### src/verilog/dma_target_pkg.sv
package dma_target_pkg;

  //////////////////////////////
  // Bus and count widths
  //////////////////////////////

  // Byte address on the bus
  typedef logic [31:0] addr_t;

  // Data word, same width on the bus and in a flit
  typedef logic [31:0] data_t;

  // Words in a whole request or in one packet
  typedef logic [9:0] word_count_t;

  // NoC identifiers
  typedef logic [4:0] tile_id_t;
  typedef logic [5:0] packet_id_t;

  //////////////////////////////
  // Flit format
  //////////////////////////////

  typedef enum logic [1:0] {
    flit_payload = 2'b00,
    flit_header  = 2'b01,
    flit_last    = 2'b10,
    flit_single  = 2'b11
  } flit_type_e;

  // Two type bits on top of one content word
  typedef struct packed {
    flit_type_e ftype;
    data_t      content;
  } flit_t;

  typedef enum logic [1:0] {
    pkt_l2r_req  = 2'b00,
    pkt_r2l_req  = 2'b01,
    pkt_l2r_resp = 2'b10,
    pkt_r2l_resp = 2'b11
  } packet_type_e;

  // Class of all DMA traffic
  localparam logic [2:0] class_dma = 3'b010;

  // Header flit content, msb first
  typedef struct packed {
    tile_id_t     dest;
    logic [2:0]   pclass;
    packet_id_t   packet_id;
    tile_id_t     source;
    packet_type_e ptype;
    logic         last;
    word_count_t  size;
  } hdr_t;

  //////////////////////////////
  // Bus and controller
  //////////////////////////////

  // Single phase request, completed by bus_ready
  typedef struct packed {
    logic  sel;
    logic  write;
    addr_t addr;
    data_t wdata;
  } bus_req_t;

  typedef enum logic [3:0] {
    idle,
    l2r_addr,
    l2r_data,
    l2r_resp,
    r2l_laddr,
    r2l_raddr,
    r2l_hdr,
    r2l_addr,
    r2l_data
  } ctrl_state_e;

  // True for the final flit of a packet
  function automatic logic flit_is_end(flit_t f);
    return (f.ftype == flit_last) || (f.ftype == flit_single);
  endfunction

endpackage
### src/verilog/dma_packet_buffer.sv
module dma_packet_buffer #(
  parameter int packet_size = 16
) (
  input  logic                  clk,
  input  logic                  rst,
  input  dma_target_pkg::flit_t in_flit,
  input  logic                  in_valid,
  output logic                  in_ready,
  output dma_target_pkg::flit_t out_flit,
  output logic                  out_valid,
  input  logic                  out_ready
);

  localparam int ptr_w = (packet_size > 1) ? $clog2(packet_size) : 1;
  localparam int cnt_w = $clog2(packet_size + 1);

  // Flit store, one slot per flit of the longest packet
  dma_target_pkg::flit_t mem [packet_size];

  logic [ptr_w-1:0] wr_ptr;
  logic [ptr_w-1:0] rd_ptr;
  logic [cnt_w-1:0] fill;
  logic [cnt_w-1:0] pkt_count;
  logic             wr_en;
  logic             rd_en;
  logic             wr_end;
  logic             rd_end;

  // Pointer advance, wraps for any depth
  function automatic logic [ptr_w-1:0] ptr_inc(logic [ptr_w-1:0] p);
    if (p == ptr_w'(packet_size - 1)) begin
      return '0;
    end
    return p + 1'b1;
  endfunction

  assign in_ready  = (fill != cnt_w'(packet_size));
  // Nothing leaves before a complete packet is held
  assign out_valid = (fill != '0) && (pkt_count != '0);
  assign out_flit  = mem[rd_ptr];

  assign wr_en  = in_valid & in_ready;
  assign rd_en  = out_valid & out_ready;
  assign wr_end = wr_en & dma_target_pkg::flit_is_end(in_flit);
  assign rd_end = rd_en & dma_target_pkg::flit_is_end(out_flit);

  always_ff @(posedge clk) begin
    if (wr_en) begin
      mem[wr_ptr] <= in_flit;
    end
  end

  //////////////////////////////
  // Pointers and counters
  //////////////////////////////

  always_ff @(posedge clk) begin
    if (rst) begin
      wr_ptr    <= '0;
      rd_ptr    <= '0;
      fill      <= '0;
      pkt_count <= '0;
    end else begin
      if (wr_en) begin
        wr_ptr <= ptr_inc(wr_ptr);
      end
      if (rd_en) begin
        rd_ptr <= ptr_inc(rd_ptr);
      end
      if (wr_en && !rd_en) begin
        fill <= fill + 1'b1;
      end else if (!wr_en && rd_en) begin
        fill <= fill - 1'b1;
      end
      // Complete packets held
      if (wr_end && !rd_end) begin
        pkt_count <= pkt_count + 1'b1;
      end else if (!wr_end && rd_end) begin
        pkt_count <= pkt_count - 1'b1;
      end
    end
  end

endmodule

### src/verilog/dma_read_fifo.sv
module dma_read_fifo (
  input  logic                  clk,
  input  logic                  rst,
  input  logic                  push,
  input  dma_target_pkg::data_t din,
  input  logic                  pop,
  output dma_target_pkg::data_t dout,
  output logic                  not_empty,
  output logic                  not_full
);

  // Three words, head always in entry 0
  dma_target_pkg::data_t data [3];

  // One-hot write slot, bit 3 marks full
  logic [3:0] pos;

  assign dout      = data[0];
  assign not_empty = ~pos[0];
  assign not_full  = ~pos[3];

  always_ff @(posedge clk) begin
    if (rst) begin
      pos <= 4'b0001;
    end else if (push && !pop) begin
      pos <= pos << 1;
    end else if (!push && pop) begin
      pos <= pos >> 1;
    end
  end

  //////////////////////////////
  // Shift and write
  //////////////////////////////

  always_ff @(posedge clk) begin
    for (int i = 0; i < 3; i++) begin
      if (pop) begin
        // Word goes one slot below the current write slot
        if (push && pos[i+1]) begin
          data[i] <= din;
        end else if (i < 2) begin
          data[i] <= data[i+1];
        end
      end else if (push && pos[i]) begin
        data[i] <= din;
      end
    end
  end

endmodule

### src/verilog/dma_target.sv
module dma_target #(
  parameter int                       packet_size = 16,
  parameter dma_target_pkg::tile_id_t tile_id     = '0
) (
  input  logic                     clk,
  input  logic                     rst,
  // NoC input
  input  dma_target_pkg::flit_t    noc_in_flit,
  input  logic                     noc_in_valid,
  output logic                     noc_in_ready,
  // NoC output
  output dma_target_pkg::flit_t    noc_out_flit,
  output logic                     noc_out_valid,
  input  logic                     noc_out_ready,
  // Bus
  output dma_target_pkg::bus_req_t bus_req,
  input  dma_target_pkg::data_t    bus_rdata,
  input  logic                     bus_ready
);

  // Buffer to controller
  dma_target_pkg::flit_t buf_flit;
  logic                  buf_valid;
  logic                  buf_ready;

  // Controller to read FIFO
  logic                  fifo_push;
  logic                  fifo_pop;
  dma_target_pkg::data_t fifo_dout;
  logic                  fifo_not_empty;
  logic                  fifo_not_full;

  // Holds flits until a whole packet is in
  dma_packet_buffer #(
    .packet_size(packet_size)
  ) i_buffer (
    .clk      (clk),
    .rst      (rst),
    .in_flit  (noc_in_flit),
    .in_valid (noc_in_valid),
    .in_ready (noc_in_ready),
    .out_flit (buf_flit),
    .out_valid(buf_valid),
    .out_ready(buf_ready)
  );

  dma_target_ctrl #(
    .packet_size(packet_size),
    .tile_id    (tile_id)
  ) i_ctrl (
    .clk           (clk),
    .rst           (rst),
    .buf_flit      (buf_flit),
    .buf_valid     (buf_valid),
    .buf_ready     (buf_ready),
    .noc_out_flit  (noc_out_flit),
    .noc_out_valid (noc_out_valid),
    .noc_out_ready (noc_out_ready),
    .bus_req       (bus_req),
    .bus_ready     (bus_ready),
    .fifo_push     (fifo_push),
    .fifo_pop      (fifo_pop),
    .fifo_dout     (fifo_dout),
    .fifo_not_empty(fifo_not_empty),
    .fifo_not_full (fifo_not_full)
  );

  // Read data straight from the bus
  dma_read_fifo i_read_fifo (
    .clk      (clk),
    .rst      (rst),
    .push     (fifo_push),
    .din      (bus_rdata),
    .pop      (fifo_pop),
    .dout     (fifo_dout),
    .not_empty(fifo_not_empty),
    .not_full (fifo_not_full)
  );

endmodule

### src/verilog/dma_target_ctrl.sv
module dma_target_ctrl #(
  parameter int                       packet_size = 16,
  parameter dma_target_pkg::tile_id_t tile_id     = '0
) (
  input  logic                     clk,
  input  logic                     rst,
  // Request flits from the packet buffer
  input  dma_target_pkg::flit_t    buf_flit,
  input  logic                     buf_valid,
  output logic                     buf_ready,
  // Response flits
  output dma_target_pkg::flit_t    noc_out_flit,
  output logic                     noc_out_valid,
  input  logic                     noc_out_ready,
  // Bus
  output dma_target_pkg::bus_req_t bus_req,
  input  logic                     bus_ready,
  // Read FIFO
  output logic                     fifo_push,
  output logic                     fifo_pop,
  input  dma_target_pkg::data_t    fifo_dout,
  input  logic                     fifo_not_empty,
  input  logic                     fifo_not_full
);

  // Header and address flit take two of each packet
  localparam dma_target_pkg::word_count_t max_payload =
    dma_target_pkg::word_count_t'(packet_size - 2);

  dma_target_pkg::ctrl_state_e state;
  dma_target_pkg::ctrl_state_e state_nxt;

  // Incoming header and stored request fields
  dma_target_pkg::hdr_t        buf_hdr;
  dma_target_pkg::tile_id_t    req_src;
  dma_target_pkg::packet_id_t  req_id;
  logic                        req_last;
  dma_target_pkg::word_count_t req_size;

  // Local bus address, advanced per transfer
  dma_target_pkg::addr_t       laddr;
  dma_target_pkg::addr_t       raddr;

  // Word and flit counters
  dma_target_pkg::word_count_t words_read;
  dma_target_pkg::word_count_t words_sent;
  dma_target_pkg::word_count_t words_left;
  dma_target_pkg::word_count_t pkt_words;
  dma_target_pkg::word_count_t pkt_words_nxt;
  dma_target_pkg::word_count_t pkt_cnt;

  logic                        final_pkt;
  logic                        final_flit;
  logic                        reading;
  logic                        buf_hs;
  logic                        out_hs;
  dma_target_pkg::hdr_t        resp_hdr;

  assign buf_hdr = dma_target_pkg::hdr_t'(buf_flit.content);
  assign buf_hs  = buf_valid & buf_ready;
  assign out_hs  = noc_out_valid & noc_out_ready;

  //////////////////////////////
  // Packet split
  //////////////////////////////

  // Words_sent only moves at packet end, so these hold over a packet
  assign words_left    = req_size - words_sent;
  assign final_pkt     = (words_left <= max_payload);
  assign pkt_words_nxt = final_pkt ? words_left : max_payload;
  assign final_flit    = (pkt_cnt == pkt_words - 1'b1);

  // Bus reads run beside header and address flits
  assign reading = ((state == dma_target_pkg::r2l_hdr) ||
                    (state == dma_target_pkg::r2l_addr) ||
                    (state == dma_target_pkg::r2l_data)) &&
                   (words_read != req_size) && fifo_not_full;
  assign fifo_push = reading & bus_ready;

  // Response header, shared by both response types
  always_comb begin
    resp_hdr.dest      = req_src;
    resp_hdr.pclass    = dma_target_pkg::class_dma;
    resp_hdr.packet_id = req_id;
    resp_hdr.source    = tile_id;
    if (state == dma_target_pkg::l2r_resp) begin
      resp_hdr.ptype = dma_target_pkg::pkt_l2r_resp;
      resp_hdr.last  = 1'b1;
      resp_hdr.size  = '0;
    end else begin
      resp_hdr.ptype = dma_target_pkg::pkt_r2l_resp;
      resp_hdr.last  = final_pkt;
      resp_hdr.size  = pkt_words_nxt;
    end
  end

  //////////////////////////////
  // FSM
  //////////////////////////////

  always_comb begin
    state_nxt            = state;
    buf_ready            = 1'b0;
    noc_out_valid        = 1'b0;
    noc_out_flit.ftype   = dma_target_pkg::flit_payload;
    noc_out_flit.content = '0;
    fifo_pop             = 1'b0;
    bus_req.sel          = reading;
    bus_req.write        = 1'b0;
    bus_req.addr         = laddr;
    bus_req.wdata        = buf_flit.content;
    case (state)
      dma_target_pkg::idle: begin
        // Anything but a known request header is dropped
        buf_ready = 1'b1;
        if (buf_valid && buf_flit.ftype == dma_target_pkg::flit_header) begin
          if (buf_hdr.ptype == dma_target_pkg::pkt_l2r_req) begin
            state_nxt = dma_target_pkg::l2r_addr;
          end else if (buf_hdr.ptype == dma_target_pkg::pkt_r2l_req) begin
            state_nxt = dma_target_pkg::r2l_laddr;
          end
        end
      end
      dma_target_pkg::l2r_addr: begin
        buf_ready = 1'b1;
        if (buf_valid) begin
          // Request without data words
          if (dma_target_pkg::flit_is_end(buf_flit)) begin
            state_nxt = req_last ? dma_target_pkg::l2r_resp : dma_target_pkg::idle;
          end else begin
            state_nxt = dma_target_pkg::l2r_data;
          end
        end
      end
      dma_target_pkg::l2r_data: begin
        // One write per payload flit, flit taken as the bus completes
        bus_req.sel   = buf_valid;
        bus_req.write = 1'b1;
        buf_ready     = bus_ready;
        if (buf_hs && dma_target_pkg::flit_is_end(buf_flit)) begin
          state_nxt = req_last ? dma_target_pkg::l2r_resp : dma_target_pkg::idle;
        end
      end
      dma_target_pkg::l2r_resp: begin
        noc_out_valid        = 1'b1;
        noc_out_flit.ftype   = dma_target_pkg::flit_single;
        noc_out_flit.content = resp_hdr;
        if (noc_out_ready) begin
          state_nxt = dma_target_pkg::idle;
        end
      end
      dma_target_pkg::r2l_laddr: begin
        buf_ready = 1'b1;
        if (buf_valid) begin
          state_nxt = dma_target_pkg::r2l_raddr;
        end
      end
      dma_target_pkg::r2l_raddr: begin
        buf_ready = 1'b1;
        if (buf_valid) begin
          state_nxt = dma_target_pkg::r2l_hdr;
        end
      end
      dma_target_pkg::r2l_hdr: begin
        noc_out_valid        = 1'b1;
        noc_out_flit.ftype   = dma_target_pkg::flit_header;
        noc_out_flit.content = resp_hdr;
        if (noc_out_ready) begin
          state_nxt = dma_target_pkg::r2l_addr;
        end
      end
      dma_target_pkg::r2l_addr: begin
        // Remote address of this packet's first word
        noc_out_valid        = 1'b1;
        noc_out_flit.content = raddr + (dma_target_pkg::addr_t'(words_sent) << 2);
        if (noc_out_ready) begin
          state_nxt = dma_target_pkg::r2l_data;
        end
      end
      dma_target_pkg::r2l_data: begin
        noc_out_valid        = fifo_not_empty;
        noc_out_flit.content = fifo_dout;
        if (final_flit) begin
          noc_out_flit.ftype = dma_target_pkg::flit_last;
        end
        fifo_pop = fifo_not_empty & noc_out_ready;
        if (fifo_pop && final_flit) begin
          state_nxt = final_pkt ? dma_target_pkg::idle : dma_target_pkg::r2l_hdr;
        end
      end
      default: begin
        state_nxt = dma_target_pkg::idle;
      end
    endcase
  end

  always_ff @(posedge clk) begin
    if (rst) begin
      state      <= dma_target_pkg::idle;
      words_read <= '0;
      words_sent <= '0;
      pkt_words  <= '0;
      pkt_cnt    <= '0;
    end else begin
      state <= state_nxt;
      // New read request starts both counts from zero
      if (state == dma_target_pkg::r2l_raddr && buf_hs) begin
        words_read <= '0;
        words_sent <= '0;
      end
      if (fifo_push) begin
        words_read <= words_read + 1'b1;
      end
      if (state == dma_target_pkg::r2l_hdr && out_hs) begin
        pkt_words <= pkt_words_nxt;
        pkt_cnt   <= '0;
      end
      if (state == dma_target_pkg::r2l_data && out_hs) begin
        if (final_flit) begin
          words_sent <= words_sent + pkt_words;
        end else begin
          pkt_cnt <= pkt_cnt + 1'b1;
        end
      end
    end
  end

  // Request fields and addresses
  always_ff @(posedge clk) begin
    if (state == dma_target_pkg::idle && buf_hs) begin
      req_src  <= buf_hdr.source;
      req_id   <= buf_hdr.packet_id;
      req_last <= buf_hdr.last;
      req_size <= buf_hdr.size;
    end
    if ((state == dma_target_pkg::l2r_addr || state == dma_target_pkg::r2l_laddr) &&
        buf_hs) begin
      laddr <= buf_flit.content;
    end else if ((state == dma_target_pkg::l2r_data && buf_hs) || fifo_push) begin
      laddr <= laddr + 32'd4;
    end
    if (state == dma_target_pkg::r2l_raddr && buf_hs) begin
      raddr <= buf_flit.content;
    end
  end

endmodule

### config.mk
export PLATFORM = sky130hd
export DESIGN_NAME = dma_target
export DESIGN_NICKNAME = d
export VERILOG_FILES = /design/src/verilog/dma_target_pkg.sv /design/src/verilog/dma_packet_buffer.sv /design/src/verilog/dma_read_fifo.sv /design/src/verilog/dma_target.sv /design/src/verilog/dma_target_ctrl.sv
export SDC_FILE = /design/constraint.sdc
export NUM_CORES = 1
export LEC_CHECK = 0
export BUFFER_PORTS_ARGS = -buffer_cell sky130_fd_sc_hd__buf_2
export CAP_MARGIN = 10
export CELL_PAD_IN_SITES_DETAIL_PLACEMENT = 0
export CELL_PAD_IN_SITES_GLOBAL_PLACEMENT = 2
export CORE_ASPECT_RATIO = 1.5
export CORE_MARGIN = 5
export CORE_UTILIZATION = 40
export DETAILED_ROUTE_END_ITERATION = 7
export GPL_TIMING_DRIVEN = 1
export PLACE_DENSITY = 0.75
export SLEW_MARGIN = 20
export SYNTH_ARGS = -nofsm -noshare
export SYNTH_HDL_FRONTEND = slang
export SYNTH_HIERARCHICAL = 1
export SYNTH_SLANG_ARGS = --single-unit
### constraint.sdc
create_clock -name clk -period 8.59 [get_ports clk]
set_input_delay 2.577 -clock clk [delete_from_list [all_inputs] [get_ports clk]]
set_output_delay 2.577 -clock clk [all_outputs]
set_load 0.005 [all_outputs]
==> results of run 1 <==
registers in the layout, indices dropped and copies added, names as in the netlist, 32 cells and up, named ones only:
register          count
i_buffer/mem        544
i_read_fifo/data     96
i_ctrl/laddr         32
i_ctrl/raddr         32
power groups by stage:
stage / Clock [mW] / Combinational, mW / Sequential, mW
after floorplan: 0 / 1.71 / 4.64
after global placement: 0 / 2.27 / 4.77
after detailed placement: 0 / 2.29 / 4.78
after CTS: 3.46 / 2.30 / 4.70
after global routing: 3.62 / 2.45 / 4.72
final: 3.39 / 2.25 / 4.69
per-stage QoR:
stage / cell area (sq um) / hold slack [ns] / util (%) / power, mW / worst slack (ns)
5_1_grt: 38600 / 0.546 / 45.6 / 10.8 / 2.14
3_3_place_gp: 36100 / 0.487 / 42.6 / 7.04 / 3.08
2_1_floorplan: 34100 / 0.451 / - / 6.36 / 2.72
4_1_cts: 38600 / 0.504 / 45.6 / 10.5 / 2.36
6_report: 38700 / 0.505 / 45.6 / 10.3 / 2.35
3_5_place_dp: 36100 / 0.495 / 42.6 / 7.07 / 3.06
worst register-to-register path: stages (launching register included):
cell	delay (ns)
dfxtp_1	0.72
nor4b_4	0.30
buf_4	0.45
o21ai_0	0.20
a31oi_1	0.39
nand2_1	0.43
inv_2	0.41
a21boi_4	0.09
buf_4	0.30
mux2_4	0.49
area by class of cell:
| class | instances | area, sq um | area share (%) |
|---|---|---|---|
| Sequential cell | 796 | 23200 | 60.0 |
| Multi-Input combinational cell | 1110 | 10200 | 26.3 |
| Clock buffer | 97 | 2070 | 5.34 |
| Tap cell | 1130 | 1410 | 3.66 |
| Timing Repair Buffer | 215 | 1200 | 3.09 |
| Clock inverter | 45 | 432 | 1.12 |
| Inverter | 42 | 160 | 0.414 |
| Antenna cell | 7 | 17.5 | 0.0453 |
per-layer routing:
layer	global-route usage [%]	wire length (um)	vias up
li1	-	-	8466
met1	24.5	36100	10000
met2	34.6	47700	541
met3	4.21	5390	170
met4	6.15	2890	8
met5	0	55	-
kinds of logic (layout without fill, tap and decap cells):
| kind of cell | Yosys count | in the layout |
|---|---|---|
| adder cells (fa/ha/maj) | 51 | 51 |
| flip-flops | 796 | 796 |
| AND/OR/NAND/NOR | 425 | 425 |
| buffers and inverters | 168 | 399 |
| other | 0 | 7 |
| AO/OA/AOI/OAI | 309 | 309 |
| multiplexers | 226 | 226 |
| XOR/XNOR | 99 | 99 |
cells in the final DEF, fill, tap and decap left out, drive strengths merged, types with 5 or more instances in the layout:
master	count
o21ai	85
diode	7
edfxtp	726
o211ai	6
a22oi	82
xor2	54
ha	46
a211oi	10
nand3b	8
clkbuf	97
mux4	136
nand2b	13
o21a	6
a21o	9
buf	215
nand2	133
inv	45
clkinv	35
nor2	106
fa	5
dfxtp	70
nor4	11
or4	5
bufinv	6
or3	8
and2	10
mux2	77
nor3	21
nor2b	17
o31ai	5
a31oi	8
nor3b	7
xnor2	45
nand3	33
and3	26
a21boi	5
mux2i	13
nand4	13
a21oi	53
worst min path at each step:
stage | startpoint | to | slack [ns] | depth (start not counted)
after floorplan | i_read_fifo/pos[3] | i_read_fifo/pos[3] | 0.45 | 2
after global placement | i_read_fifo/pos[3] | i_read_fifo/pos[3] | 0.49 | 2
after detailed placement | i_read_fifo/pos[3] | i_read_fifo/pos[3] | 0.49 | 2
after CTS | i_read_fifo/pos[3] | i_read_fifo/pos[3] | 0.50 | 2
after global routing | i_read_fifo/pos[3] | i_read_fifo/pos[3] | 0.55 | 2
final | i_read_fifo/pos[3] | i_read_fifo/pos[3] | 0.50 | 2
==> impl_metrics.tcl, run 1 <==
set metrics [dict create \
    root_buffer "clkbuf_16" \
    rsz0062_at_grt "no" \
    worst_pin_slew_ns 0.998 \
    fmax_mhz 160 \
    vias 19200 \
    htree_levels 3 \
    finalWeightedCongestion 0.826 \
    crit_path_start "i_ctrl/words_sent[4]" \
    crit_arrival_ns 3.66 \
    p_switching_mw 2.97 \
    p_int_mw 7.36 \
    yosys.area.top_type "edfxtp_1" \
    crit_buf_inv 2 \
    dieArea_sq_um 91200 \
    final_cells 3442 \
    core_sq_um 84700 \
    startpoint_type "flip-flop" \
    cp_slowest_cell "and4_1" \
    start_util_pct 40.2 \
    antenna_found_initial 18 \
    synthesis.area_sq_um 34100 \
    cts_tree "done" \
    syn-num-nets 2196 \
    post_cts_buffers 0 \
    cts_resized 0 \
    worst-setup-path-type "reg -> out" \
    yosysWarnings 6 \
    syn_inst 2074 \
    setup_viol 0 \
    async_reset_ff_share_pct 0 \
    slew_viol_final 0 \
    numPortBuffers 172 \
    synthTopCellsByArea "edfxtp_1, mux4_2, dfxtp_1, mux2_4, a22oi_1" \
    synth_edf_count 726 \
    io_pins 173 \
    grt_pass1_wl_um 132000 \
    globalRouteTotalUtil_pct 19.8 \
    synth_common_cells "edfxtp_1, mux4_2, nand2_1" \
    dp_hpwl_um 57400 \
    timing.rr.end "i_read_fifo/data[1][10]" \
    finalHoldViolations 0 \
    path_delay_family "compound AO/OA/AOI/OAI gates" \
    ir_drop_mv 0.168 \
    r2r_start "i_ctrl/state[3]" \
    die_x_um 248 \
    r2r_slack_ns 4.56 \
    clk_latency_ns 0.63 \
    cp_num_cells 10 \
    cpPeakStageDelay_ns 0.54 \
    clkTransAtPathRegs_ns 0.07 \
    power.share.switching_pct 28.7 \
    path_max_fanout 9 \
    cts_hold_buffers 0 \
    totalWireLength_um 92100 \
    fin_worst_skew_ns 0.0284 \
    syn-mean-instance-area_sq_um 16.4 \
    power_frac_seq_pct 45.4 \
    slew_headroom_pct 33.5 \
    grt_pass1_vias 19400 \
    synth-seq-area-share_pct 68.1 \
    overflow 0 \
    maxCapViolCount 0 \
    die_h_um 367 \
    route.detailed.drc 0 \
    required_ns 6.01 \
    areaGrowthSynthToFinish_pct 13.4 \
    cellPowerDensity_nw_per_um2 267 \
    drt-initial-drc-count 1357 \
    status "complete, no violations" \
    synth-simple-area-share_pct 6.08 \
    drt-pass1-iter-count 5 \
    vias_per_cell 5.58 \
    wl_per_cell_um 26.8 \
    tns_ns 0 \
    reg2regPathDepth 9 \
    synth_xor_area_share_pct 2.54 \
    fin_crit_ns 6.24 \
    final.period_utilization_pct 72.6 \
    ant_nets 0 \
    post-synth-top-count-cell "edfxtp_1" \
    grt_max_degree 65 \
    p_leak_nw 12.9 \
    clock_sinks 796 \
    cts_buffers 79 \
    fillCellCount 7439 \
    cp-end-kind "primary output" \
    num_rows 131 \
    ys_ff_latch 796 \
    synth_top_family_by_area "multiplexers" \
    layout-drive-gt1-share_pct 25.0 \
    combinationalPowerShare_pct 21.8 \
    synthAdderAreaFrac_pct 1.98 \
    ys_dominant_reg_cell "edfxtp_1" \
    crit_end "noc_out_flit[2]" \
    synth.distinct_cells 84 \
    hp-class "reg -> reg" \
    clock_power_share_pct 32.8 \
    dp.cells 3293 \
    clockBufferDepth 3 \
    muxShareOfSynthArea_pct 12.7 \
    synth_compound_area_share_pct 6.10 \
    nets 2366 \
    crit_chain "inv_1, ha_1, and2_1, o21a_1, a311o_1, xor2_1, a2111oi_0, and4_1, a31oi_1, buf_2" \
    synth_top_area_share_pct 64.0 \
]
(Power assumes the default switching activity.)
==> run 2, diff against run 1 <==
==> constraint.sdc (replaced) <==
create_clock -name clk -period 6 [get_ports clk]
set_input_delay 1.8 -clock clk [delete_from_list [all_inputs] [get_ports clk]]
set_output_delay 1.8 -clock clk [all_outputs]
set_load 0.005 [all_outputs]
==> run 2 against run 1 <==
Worst hold slack got worse by 0.016 ns. Utilization increased by 0.21 points. Clock skew decreased by 0.0060 ns. Power increased by 45%. Via count decreased by 0.12%. Combinational power increased by 48%.
==> impl_metrics.tcl, run 2 (synthesis gave the netlist of run 1 again) <==
set metrics [dict create \
    final_cells 3446 \
    crit_chain "ha_1, fa_1, a211oi_1, o211a_1, o31a_1, or3_1, nor2_1, xnor2_1, o21ai_0, buf_2" \
    htree_levels 3 \
    multi_input_area_sq_um 10200 \
    grt_pass1_vias 19800 \
    areaGrowthSynthToFinish_pct 13.9 \
    nets 2372 \
    p_leak_nw 13.0 \
    post_cts_buffers 0 \
    power.share.switching_pct 29.0 \
    route.detailed.drc 0 \
    worst-setup-path-type "reg -> out" \
    totalPowerFinal_mw 14.9 \
    final.period_utilization_pct 91.2 \
    vias 19200 \
    combinationalPowerShare_pct 22.2 \
    setup_viol 0 \
    grt_pass1_wl_um 134000 \
    tns_ns 0 \
    totalWireLength_um 91700 \
    overflow 0 \
    reg_top3 "i_buffer/mem: 544 flops, i_read_fifo/data: 96 flops" \
    finalWeightedCongestion 0.835 \
    cts_hold_buffers 0 \
    drt-pass1-iter-count 6 \
    hp-class "reg -> reg" \
    path_max_fanout 6 \
    final_cell_mix "edfxtp_1, buf_2, mux4_2, nand2_1, nor2_1" \
    die_h_um 367 \
    clk_latency_ns 0.64 \
    required_ns 4.20 \
    startpoint_type "flip-flop" \
    regArea_sq_um 23200 \
    io_pins 173 \
    wl_per_cell_um 26.6 \
    layout_commonest_cell "edfxtp_1" \
    status "complete, no violations" \
    die_x_um 248 \
    cpPeakStageDelay_ns 0.51 \
    layout-drive-gt1-share_pct 25.7 \
    dieArea_sq_um 91200 \
    num_rows 131 \
    rsz0062_at_grt "no" \
    globalRouteTotalUtil_pct 19.9 \
    reg2regPathDepth 8 \
    worst_pin_slew_ns 1.08 \
    cts_buffers 81 \
    drt-initial-drc-count 1653 \
    antenna_found_initial 12 \
    cellPowerDensity_nw_per_um2 385 \
    numPortBuffers 172 \
    vias_per_cell 5.57 \
    maxCapViolCount 0 \
    cts_tree "done" \
    ir_drop_mv 0.229 \
    finalHoldViolations 0 \
    clkTransAtPathRegs_ns 0.06 \
    slew_viol_final 0 \
    clock_sinks 796 \
    ant_nets 0 \
    start_util_pct 40.2 \
    clock_power_share_pct 33.0 \
    fin_worst_skew_ns 0.0224 \
    core_sq_um 84700 \
    cts_resized 0 \
    clockBufferDepth 3 \
    root_buffer "clkbuf_16" \
    hold_depth 2 \
    power_frac_seq_pct 44.8 \
    top_register "i_buffer/mem" \
    grt_max_degree 62 \
    fillCellCount 7343 \
    largest_register_ffs 544 \
    dp.cells 3297 \
    cp-end-kind "primary output" \
    p_int_mw 10.6 \
    fmax_mhz 183 \
    cp_slowest_cell "or3_1" \
    dp_hpwl_um 59500 \
    slew_headroom_pct 27.7 \
    crit_arrival_ns 3.67 \
    fin_crit_ns 5.47 \
    p_switching_mw 4.33 \
]
==> run 2: cell types whose count changed in the layout (fill, tap and decap cells not counted), sizes merged <==
cell      before  now
buf          215  219
bufinv         6    4
clkinv        35   33
inv           45   49
clkbuf        97   96
diode          7    3
clkinvlp       1    6
==> run 2: final timing paths <==
path	startpoint	endpoint	slack, ns
worst max register to register	i_ctrl/state[3]	i_read_fifo/data[2][22]	1.58
worst min-delay path	i_ctrl/pkt_cnt[9]	i_ctrl/pkt_cnt[9]	0.49
worst min register to register	i_ctrl/pkt_cnt[9]	i_ctrl/pkt_cnt[9]	0.49
worst max-delay path	i_ctrl/words_sent[0]	noc_out_flit[22]	0.53
==> run 2: final cells by class <==
class / instances / share of cell area [%]
well taps: 1130 / 3.64
clock buffers: 96 / 5.53
repair buffers: 219 / 3.34
clock inverters: 50 / 1.07
diodes: 3 / 0.0193
inverters: 42 / 0.406
multi-input cells: 1110 / 26.2
flip-flops and latches: 796 / 59.8
==> run 2: layer usage <==
metal	GRT usage (%)	vias up	share of wire, %
met5	0	-	0.070
met4	7.68	10	3.9
met3	4.49	162	6.7
met2	34.2	615	51
met1	24.5	9917	38
li1	-	8474	-
==> run 2: power by group through the flow <==
stage                     combinational (mW)  clock, mW  sequential [mW]
final                                   3.32       4.92             6.70
after global routing                    3.61       5.25             6.73
after CTS                               3.38       5.03             6.71
after detailed placement                3.37          0             6.82
after global placement                  3.33          0             6.81
after floorplan                         2.45          0             6.65
==> run 2: stage by stage <==
| step | area [sq um] | worst slack [ns] | utilization, % | hold slack [ns] |
|---|---|---|---|---|
| after floorplan | 34100 | 0.908 | - | 0.451 |
| after global routing | 38800 | 0.285 | 45.8 | 0.513 |
| after detailed placement | 36300 | 1.22 | 42.8 | 0.482 |
| after CTS | 38800 | 0.518 | 45.8 | 0.491 |
| after global placement | 36200 | 1.26 | 42.7 | 0.476 |
| final | 38800 | 0.525 | 45.8 | 0.489 |
==> run 2: worst max-delay path, delay by kind of cell (launching register included) <==
family                     cells  cell delay (ns)
AOI/OAI and AO/OA              4             1.14
and+or+nand+nor                2             0.68
xor gates and xnor gates       1             0.08
adders and majority gates      2             0.52
DFF                            1             0.41
buffers and inverters          1             0.22
